**src/busPkg.sv**
```systemverilog
`default_nettype none

package busPkg;

	// Word carried on the bus.
	typedef logic [31:0] busWord;

	// Product or quotient pair from the ALU, high half first.
	typedef logic [63:0] aluWide;

	// Bus select code.
	typedef logic [4:0] selCode;

	// Number of sources that can drive the bus.
	localparam int sourceCount = 24;

	// Code when no strobe is set.
	localparam selCode selNone = 5'd31;

	// Source index order on the bus.
	typedef enum selCode {
		srcR0,
		srcR1,
		srcR2,
		srcR3,
		srcR4,
		srcR5,
		srcR6,
		srcR7,
		srcR8,
		srcR9,
		srcR10,
		srcR11,
		srcR12,
		srcR13,
		srcR14,
		srcR15,
		srcHi,
		srcLo,
		srcZHi,
		srcZLo,
		srcPc,
		srcMdr,
		srcInPort,
		srcC
	} busSource;

	// Declared from the top index down, so bit i is busSource i.
	typedef struct packed {
		logic cOut;
		logic inPortOut;
		logic mdrOut;
		logic pcOut;
		logic zLoOut;
		logic zHiOut;
		logic loOut;
		logic hiOut;
		logic r15Out;
		logic r14Out;
		logic r13Out;
		logic r12Out;
		logic r11Out;
		logic r10Out;
		logic r9Out;
		logic r8Out;
		logic r7Out;
		logic r6Out;
		logic r5Out;
		logic r4Out;
		logic r3Out;
		logic r2Out;
		logic r1Out;
		logic r0Out;
	} outStrobes;

	// Load levels of the special registers.
	typedef struct packed {
		logic hiIn;
		logic loIn;
		logic zIn;
		logic pcIn;
		logic mdrIn;
		logic mdrRead;
	} specialIn;

	// Contents of the special registers as seen by the bus.
	typedef struct packed {
		busWord hi;
		busWord lo;
		busWord zHi;
		busWord zLo;
		busWord pc;
		busWord mdr;
		busWord inPort;
	} specialWords;

endpackage

`default_nettype wire

```
**src/busEncoder.sv**
```systemverilog
`timescale 1ns/100ps
`default_nettype none

module busEncoder
	import busPkg::*;
(
	input outStrobes outSel,
	output selCode code
);

	// Strobes as a plain vector, indexed by busSource.
	logic [sourceCount-1:0] strobeBits;

	// Set once a strobe has been taken.
	logic found;

	assign strobeBits = outSel;

	// Scan upward, first strobe set wins.
	always_comb begin
		code = selNone;
		found = 1'b0;
		for (int i = 0; i < sourceCount; i++) begin
			if (strobeBits[i] && !found) begin
				code = selCode'(i);
				found = 1'b1;
			end
		end
	end

endmodule

`default_nettype wire

```
**src/busMultiplexer.sv**
```systemverilog
`timescale 1ns/100ps
`default_nettype none

module busMultiplexer
	import busPkg::*;
#(
	parameter int regCount = 16
) (
	input selCode code,
	input busWord regWords [regCount],
	input specialWords spWords,
	input busWord cSignExtended,
	output busWord busValue
);

	localparam int idxWidth = $clog2(regCount);

	// Register index taken from the low bits of the code.
	logic [idxWidth-1:0] regIdx;

	// High when the code names a register that exists.
	logic regValid;

	assign regIdx = code[idxWidth-1:0];
	assign regValid = int'(code) < regCount;

	always_comb begin
		busValue = '0;
		case (code)
			srcR0,
			srcR1,
			srcR2,
			srcR3,
			srcR4,
			srcR5,
			srcR6,
			srcR7,
			srcR8,
			srcR9,
			srcR10,
			srcR11,
			srcR12,
			srcR13,
			srcR14,
			srcR15: begin
				// Codes past the register count read zero.
				if (regValid) begin
					busValue = regWords[regIdx];
				end
			end
			srcHi: begin
				busValue = spWords.hi;
			end
			srcLo: begin
				busValue = spWords.lo;
			end
			srcZHi: begin
				busValue = spWords.zHi;
			end
			srcZLo: begin
				busValue = spWords.zLo;
			end
			srcPc: begin
				busValue = spWords.pc;
			end
			srcMdr: begin
				busValue = spWords.mdr;
			end
			srcInPort: begin
				busValue = spWords.inPort;
			end
			srcC: begin
				busValue = cSignExtended;
			end
			// Idle bus, selNone included.
			default: begin
				busValue = '0;
			end
		endcase
	end

endmodule

`default_nettype wire

```
**src/registerFile.sv**
```systemverilog
`timescale 1ns/100ps
`default_nettype none

module registerFile
	import busPkg::*;
#(
	parameter int regCount = 16
) (
	input logic clk,
	input logic arstN,
	input logic [regCount-1:0] regIn,
	input busWord busValue,
	output busWord regWords [regCount]
);

	// General registers R0 upward.
	busWord regs [regCount];

	// Any number of registers may load in the same cycle.
	always_ff @(posedge clk or negedge arstN) begin
		if (!arstN) begin
			for (int i = 0; i < regCount; i++) begin
				regs[i] <= '0;
			end
		end else begin
			for (int i = 0; i < regCount; i++) begin
				if (regIn[i]) begin
					regs[i] <= busValue;
				end
			end
		end
	end

	assign regWords = regs;

endmodule

`default_nettype wire

```
**src/specialRegisters.sv**
```systemverilog
`timescale 1ns/100ps
`default_nettype none

module specialRegisters
	import busPkg::*;
(
	input logic clk,
	input logic arstN,
	input specialIn spIn,
	input busWord busValue,
	input busWord inPortData,
	input busWord memData,
	input aluWide aluResult,
	output specialWords spWords
);

	busWord hiReg;
	busWord loReg;
	busWord zHiReg;
	busWord zLoReg;
	busWord pcReg;
	busWord mdrReg;
	busWord inPortReg;

	// HI, LO and PC load from the bus.
	always_ff @(posedge clk or negedge arstN) begin
		if (!arstN) begin
			hiReg <= '0;
			loReg <= '0;
			pcReg <= '0;
		end else begin
			if (spIn.hiIn) begin
				hiReg <= busValue;
			end
			if (spIn.loIn) begin
				loReg <= busValue;
			end
			if (spIn.pcIn) begin
				pcReg <= busValue;
			end
		end
	end

	// Memory read takes precedence over a bus load.
	always_ff @(posedge clk or negedge arstN) begin
		if (!arstN) begin
			mdrReg <= '0;
		end else if (spIn.mdrRead) begin
			mdrReg <= memData;
		end else if (spIn.mdrIn) begin
			mdrReg <= busValue;
		end
	end

	// Result register halves straight from the ALU.
	always_ff @(posedge clk or negedge arstN) begin
		if (!arstN) begin
			zHiReg <= '0;
			zLoReg <= '0;
		end else if (spIn.zIn) begin
			zHiReg <= aluResult[63:32];
			zLoReg <= aluResult[31:0];
		end
	end

	// Input port samples every edge.
	always_ff @(posedge clk or negedge arstN) begin
		if (!arstN) begin
			inPortReg <= '0;
		end else begin
			inPortReg <= inPortData;
		end
	end

	assign spWords = '{
		hi: hiReg,
		lo: loReg,
		zHi: zHiReg,
		zLo: zLoReg,
		pc: pcReg,
		mdr: mdrReg,
		inPort: inPortReg
	};

endmodule

`default_nettype wire

```
**src/busDatapath.sv**
```systemverilog
`timescale 1ns/100ps
`default_nettype none

module busDatapath
	import busPkg::*;
#(
	parameter int regCount = 16
) (
	input logic clk,
	input logic arstN,
	input outStrobes outSel,
	input logic [regCount-1:0] regIn,
	input specialIn spIn,
	input busWord inPortData,
	input busWord memData,
	input busWord cSignExtended,
	input aluWide aluResult,
	output busWord busValue
);

	// Select code from the strobes.
	selCode code;

	// Register contents feeding the multiplexer.
	busWord regWords [regCount];
	specialWords spWords;

	busEncoder encoder (
		.outSel(outSel),
		.code(code)
	);

	busMultiplexer #(
		.regCount(regCount)
	) mux (
		.code(code),
		.regWords(regWords),
		.spWords(spWords),
		.cSignExtended(cSignExtended),
		.busValue(busValue)
	);

	// Both register blocks load from the bus value settled before the edge.
	registerFile #(
		.regCount(regCount)
	) regFile (
		.clk(clk),
		.arstN(arstN),
		.regIn(regIn),
		.busValue(busValue),
		.regWords(regWords)
	);

	specialRegisters spRegs (
		.clk(clk),
		.arstN(arstN),
		.spIn(spIn),
		.busValue(busValue),
		.inPortData(inPortData),
		.memData(memData),
		.aluResult(aluResult),
		.spWords(spWords)
	);

endmodule

`default_nettype wire

```
**config.mk**
```make
export PLATFORM = sky130hd
export DESIGN_NAME = busDatapath
export DESIGN_NICKNAME = d
export VERILOG_FILES = /design/src/busPkg.sv /design/src/busEncoder.sv /design/src/busMultiplexer.sv /design/src/registerFile.sv /design/src/specialRegisters.sv /design/src/busDatapath.sv
export SDC_FILE = /design/constraint.sdc
export NUM_CORES = 2
export LEC_CHECK = 0
export BUFFER_PORTS_ARGS = -buffer_cell sky130_fd_sc_hd__buf_2
export CAP_MARGIN = 30
export CORE_ASPECT_RATIO = 0.8
export CORE_MARGIN = 2
export CORE_UTILIZATION = 55
export CTS_CLUSTER_DIAMETER = 50
export DETAILED_ROUTE_END_ITERATION = 12
export GPL_TIMING_DRIVEN = 0
export PLACE_DENSITY = 0.84
export SLEW_MARGIN = 0
export SYNTH_ARGS = -nofsm -noshare
export SYNTH_HDL_FRONTEND = slang
export SYNTH_HIERARCHICAL = 1
export SYNTH_SLANG_ARGS = --single-unit
export TNS_END_PERCENT = 30
```
**constraint.sdc**
```tcl
create_clock -name clk -period 6.02 [get_ports clk]
set_input_delay 1.204 -clock clk [delete_from_list [all_inputs] [get_ports clk]]
set_output_delay 1.204 -clock clk [all_outputs]
set_load 0.03 [all_outputs]
```
## Word-level counts from Yosys, hierarchy flattened

Cells that the tools add are included.

| storage, ports and cells | value |
|---|---|
| bits in registers | 736 |
| input bits | 208 |
| output and inout port bits | 32 |
| logic and storage cells | 152 |

| cells by class | value |
|---|---|
| magnitude comparators | 2 |
| equal/unequal tests | 23 |
| multiplexer cells | 54 |
| bitwise gates (word level) | 1 |
| reduce and logical (&&, ||, !) cells | 49 |

Operator list:

| kind | count |
|---|---|
| $pmux W32 S9 | 1 |
| $mux W32 | 5 |
| $bmux W32 S4 | 1 |
| $mux W5 | 24 |
| $eq A5 B4 Y1 const B | 8 |
| $eq A5 B5 Y1 const B | 8 |
| $logic_and A1 B1 Y1 | 23 |
| $logic_not A1 Y1 | 23 |
| $mux W1 | 23 |
| $eq A5 B3 Y1 const B | 4 |
| $reduce_or A16 Y1 | 1 |
| $eq A5 B2 Y1 const B | 2 |
| $eq A5 B1 Y1 const B | 1 |
| $ge A5 B5 Y1 const B | 1 |
| $logic_not A5 Y1 | 1 |
| $lt A5 B5 Y1 const B | 1 |
| $not A4 Y5 | 1 |
| $reduce_bool A2 Y1 | 1 |

## Depth between registers and ports, before layout

| depth | value |
|---|---|
| depth after elaboration | 78 |
| gate-level depth with buffers | 15 |
| depth with buffers taken out | 12 |

## Hierarchy

The synthesis kept the hierarchy.

Modules (own cells, without submodules):

| module | instances | cells an instance | area each (µm²) | seq. area each (µm²) |
|---|---|---|---|---|
| registerFile | 1 | 1120 | 20240.7 | 12812.3 |
| specialRegisters | 1 | 510 | 8633.3 | 5605.4 |
| busMultiplexer | 1 | 736 | 6453.7 | 0.0 |
| busEncoder | 1 | 46 | 304.0 | 0.0 |

## Least setup slack after synthesis

Ideal clock, no wire load.

| timing | value |
|---|---|
| path kind | input to output |
| from | in outSel[0] in the netlist's numbering |
| to | out busValue[6] |
| arrival | 4.406 ns |
| slack | 0.410 ns |
| cell stages on the path | 8 |
| buffers on the path | 4 |
| path through | or3_2 -> nor4_1 -> buf_4 -> buf_4 -> buf_6 -> buf_2 -> mux2i_1 -> o21ai_0 |

| between the ends | value |
|---|---|
| cells in the longest elaborated chain, start to end | 76 |

RTL lines:

| what | line | text |
|---|---|---|
| start: declaration | busDatapath.sv:11 | `input outStrobes outSel,` |
| $mux W1 | busEncoder.sv:24 | `if (strobeBits[i] && !found) begin` |
| $logic_not A1 Y1 | busEncoder.sv:24 |  |
| $logic_and A1 B1 Y1 | busEncoder.sv:24 |  |
| $mux W1 | busEncoder.sv:24 |  |
| $logic_not A1 Y1 | busEncoder.sv:24 |  |
| $logic_and A1 B1 Y1 | busEncoder.sv:24 |  |
| $mux W1 | busEncoder.sv:24 |  |
| $logic_not A1 Y1 | busEncoder.sv:24 |  |
| [60 not listed] | n/a |  |
| $logic_and A1 B1 Y1 | busEncoder.sv:24 |  |
| $mux W5 * | busEncoder.sv:24 |  |
| via code[2] | busDatapath.sv:22 | `selCode code;` |
| $not A4 Y5 (not written as such) | busMultiplexer.sv:48 | `busValue = regWords[regIdx];` |
| $bmux W32 S4 | busMultiplexer.sv:48 |  |
| $mux W32 (not written as such) (2 in series) | busMultiplexer.sv:48 |  |
| $mux W32 | busMultiplexer.sv:47 | `if (regValid) begin` |
| $pmux W32 S9 * | busMultiplexer.sv:29 | `case (code)` |
| end: declaration | busDatapath.sv:18 | `output busWord busValue` |

The timed path passes the listed nets; every way through them passes the cells marked *. The select of a mux whose other input is x is not followed.

## Worst setup path after layout

| timing | value |
|---|---|
| from | in outSel[0] in the netlist's numbering |
| to | out busValue[5] |

Same word-level chain as after synthesis.

==> summary.txt <==
Synthesis
  – Yosys Warn Count: 6
  – Post-synthesis mux area share: 34.93%
  – Synth Area in Adders: 0%
  – Post-synthesis simple-gate area fraction: 2.767%
  – Fraction of registers with async set/reset: 100.0%
  – Mean post-synth cell area: 14.77 µm²
  – Post-Syn Nets: 2620
  – Post-synth EDFFs: 0
  – Register area share after synthesis: 51.69%
  – Compound-Gate Fraction of Synth Area: 5.387%
  – FF+latch count, synth: 736
  – Main synth FF type: dfrtp_1
  – Cells after Synth: 2412
  – Main combinational cell family by area after synthesis: multiplexers
  – Synth unique cells: 61
  – Xor-xnor portion of the synthesized cell area: 0%
  – Mapped Area: 35630 µm²

Global route
  – Initial antenna violation count: 2
  – Largest net degree at the start of global routing: 137
  – First-pass GRT wire length: 165.8 mm
  – Vias in the first global route: 25120
  – Total track usage: 34.08%
  – Congestion Overflow GR: 0

CTS
  – CTS root buf: clkbuf_16
  – H-tree depth: 3
  – CTS clock-pin slew for the worst setup and hold paths: 0.06 ns
  – CTS tree: built
  – Cts bufs inserted: 71
  – Clock buffer depth: 3
  – Hold_buf cts: 0
  – Worst skew pair latency: 0.63 ns
  – CTS sink count: 736

Floorplanning
  – Io pins: 240
  – Row Count: 83
  – Initial Utilization: 55.61%
  – Die Y: 231.7 µm
  – Die Width: 288.6 µm
  – Die Area: 66850 µm²
  – Core Area: 64080 µm²

STA
  – Hold Slack: 0.5043 ns
  – Final WS setup: -0.2383 ns
  – Fmax: 0.1598 GHz
  – Final-report max-slew violation count: 0
  – Crit path time final: 6.258 ns
  – Final setup vio count: 7
  – Slew headroom: 22.02%
  – RSZ-0062 raised after global routing: yes
  – Least-Margin Pin Slew: 1.170 ns
  – Setup Skew: 0.01812 ns
  – Final hold violation count: 0
  – Fin crit share: 104.0%

Power and ir drop
  – Maximum vdd drop: 0.2990 mV
  – Logic pwr share: 31.3%
  – Sw Ratio: 31.64%
  – Pint: 12.63 mW
  – Reg power frac: 43.7%
  – Psw: 5.848 mW
  – Clock power frac: 24.9%
  – Power Density: 449.2 nW/µm²
  – P_leak: 16.53 nW
  – Total power: 18.48 mW

Setup path
  – Crit path max fanout: 10
  – Worst EP required: 4.82 ns
  – CP Capture Type: output pin
  – Crit path kind: in -> out
  – Crit path DAT: 5.05 ns
  – Crit path launch type: input port

Cells and area
  – Final net count: 2972
  – Final core area utilization: 64.22%
  – Layout cell share with drive strength beyond 1: 48.65%
  – FILL cells: 4308
  – Layout Area Growth over Synthesis: 15.48%
  – Layout Cells excl Fill: 3671

Run
  – Max-cap viol count: 0

Routing
  – Routed WL: 114.6 mm
  – DRT iter0 DRCs: 3051
  – Vias per cell: 6.603
  – Post-DRT Antenna Nets: 0
  – DRC viols: 0
  – Drt pass-1 iters: 6
  – Vias after detailed routing: 24240
  – Routed len/inst: 31.21 µm

Placement
  – Post-placement cell count: 3493
  – DP Wirelength: 78.34 mm
  – RD Place Congestion: 0.9698
  – Port bufs: 217

Outcome
  – Status: finished with violations
  – Failing checks: setup timing

Hold path
  – Hold Path Class: reg -> reg
placed cells by master (no fill, tap or decap), types with 8 or more instances in the layout:
| cell | count |
|---|---|
| a21oi_1 | 41 |
| nand3_1 | 39 |
| buf_8 | 30 |
| buf_2 | 235 |
| o21ai_0 | 28 |
| mux2_4 | 266 |
| o211ai_1 | 13 |
| nand2_1 | 72 |
| clkbuf_8 | 18 |
| a32o_1 | 10 |
| a22oi_1 | 80 |
| a22o_1 | 8 |
| mux2i_1 | 228 |
| a221oi_1 | 12 |
| a211oi_1 | 12 |
| o21ai_1 | 33 |
| nor2b_1 | 11 |
| clkbuf_1 | 52 |
| dfrtp_1 | 736 |
| mux4_2 | 63 |
| buf_4 | 99 |
| nor2_1 | 15 |
| buf_6 | 66 |
| mux2_2 | 422 |
| o22ai_1 | 11 |
| clkinv_2 | 9 |
| clkbuf_16 | 75 |
through the flow:
stage,cell area (µm²),setup TNS (ns),worst slack (ns)
finish,41150,-0.6182,-0.2383
floorplan,35630,0,0.4098
detailed placement,38020,-25.41,-0.9519
CTS,40810,-1.520,-0.3170
global placement,37780,-7866.32,-10.64
global route,41150,-0.5082,-0.1369
sequential cells by signal (all words and copies together), names as in the netlist:
| signal | cells |
|---|---|
| spRegs/zHiReg | 32 |
| spRegs/mdrReg | 32 |
| spRegs/zLoReg | 32 |
| spRegs/inPortReg | 32 |
| regFile/regWords | 512 |
| spRegs/pcReg | 32 |
| spRegs/loReg | 32 |
| spRegs/hiReg | 32 |
timing repair:
action | in CTS | in global routing
endpoints found under the setup margin | 32 | 28
resized for setup | 75 | 38
buffers inserted | 22 | 26
pin swaps | 16 | 10
kinds of logic (layout without fill, tap and decap cells):
logic type / after synthesis / after routing
AOI/OAI and AO/OA: 280 / 280
buffers and inverters: 218 / 626
DFF: 736 / 736
muxes: 979 / 979
other: 0 / 1
and+or+nand+nor: 199 / 199
area by class of cell:
class	count	area, µm²	area share [%]
flip-flops and latches	736	18420	44.76
multi-input cells	1458	15650	38.02
clock buffers	109	2185	5.309
plain buffers	208	1893	4.601
repair buffers	281	1708	4.151
well taps	850	1064	2.585
clock inverters	20	198.9	0.4835
inverters	8	33.78	0.08210
diodes	1	2.502	0.006081
power by group through the flow:
stage / Combinational [mW] / Clock [mW] / Sequential (mW)
after floorplan: 4.06 / 0 / 7.65
after global placement: 5.09 / 0 / 7.87
after detailed placement: 5.39 / 0 / 8.05
after CTS: 5.56 / 4.62 / 8.01
after global routing: 6.08 / 4.84 / 8.24
final: 5.79 / 4.61 / 8.08
synth_stat cells, drive strengths merged (3+ instances only):
cell type | number | share of area, %
mux2i | 228 | 6.4
o21ai | 61 | 0.86
dfrtp | 736 | 52
nand2 | 76 | 0.80
nor2 | 25 | 0.27
a31oi | 3 | 0.053
buf | 155 | 4.6
a32o | 10 | 0.28
o22ai | 13 | 0.23
mux2 | 688 | 25
mux4 | 63 | 4.0
inv | 7 | 0.074
nand4 | 6 | 0.11
nor3 | 9 | 0.16
and2 | 5 | 0.088
and3 | 3 | 0.053
o2111ai | 7 | 0.17
a22o | 8 | 0.20
nor4 | 8 | 0.22
a22oi | 80 | 1.7
a211oi | 12 | 0.25
clkbuf | 55 | 0.58
nor2b | 11 | 0.19
a221oi | 16 | 0.41
a21oi | 41 | 0.58
nand3 | 45 | 0.65
o211ai | 13 | 0.27
nand2b | 4 | 0.070
routing by layer:
metal / routed length, µm / vias up / GRT usage [%]
met5: 0 / - / 0
met4: 5427 / 0 / 13.85
met3: 14730 / 372 / 13.05
met2: 50480 / 1634 / 49.51
met1: 43940 / 12630 / 46.03
li1: - / 9608 / -
worst paths after layout:
path	endpoint	cells after the start	startpoint	slack [ns]
worst max-delay path	busValue[5]	12	outSel[0]	-0.24
worst min-delay path	regFile/regWords[313]$_DFFE_PN0P_	1	regFile/regWords[313]$_DFFE_PN0P_	0.50
worst max register to register	regFile/regWords[325]$_DFFE_PN0P_	8	spRegs/zLoReg[5]$_DFFE_PN0P_	3.41
worst min register to register	regFile/regWords[313]$_DFFE_PN0P_	1	regFile/regWords[313]$_DFFE_PN0P_	0.50
max in group asynchronous	spRegs/pcReg[5]$_DFFE_PN0P_	4	arstN	3.57
min in group asynchronous	regFile/regWords[475]$_DFFE_PN0P_	1	arstN	0.53
worst max-delay path, stage by stage:
cell,delay [ns]
buf_2,0.12
or4_4,0.55
nor4_4,0.32
buf_4,0.18
a21boi_2,0.41
nand2b_1,0.51
buf_2,0.48
a211oi_1,0.10
a221oi_1,0.51
o211ai_1,0.26
buf_4,0.23
buf_2,0.18
Power figures use the tool's default switching activity.
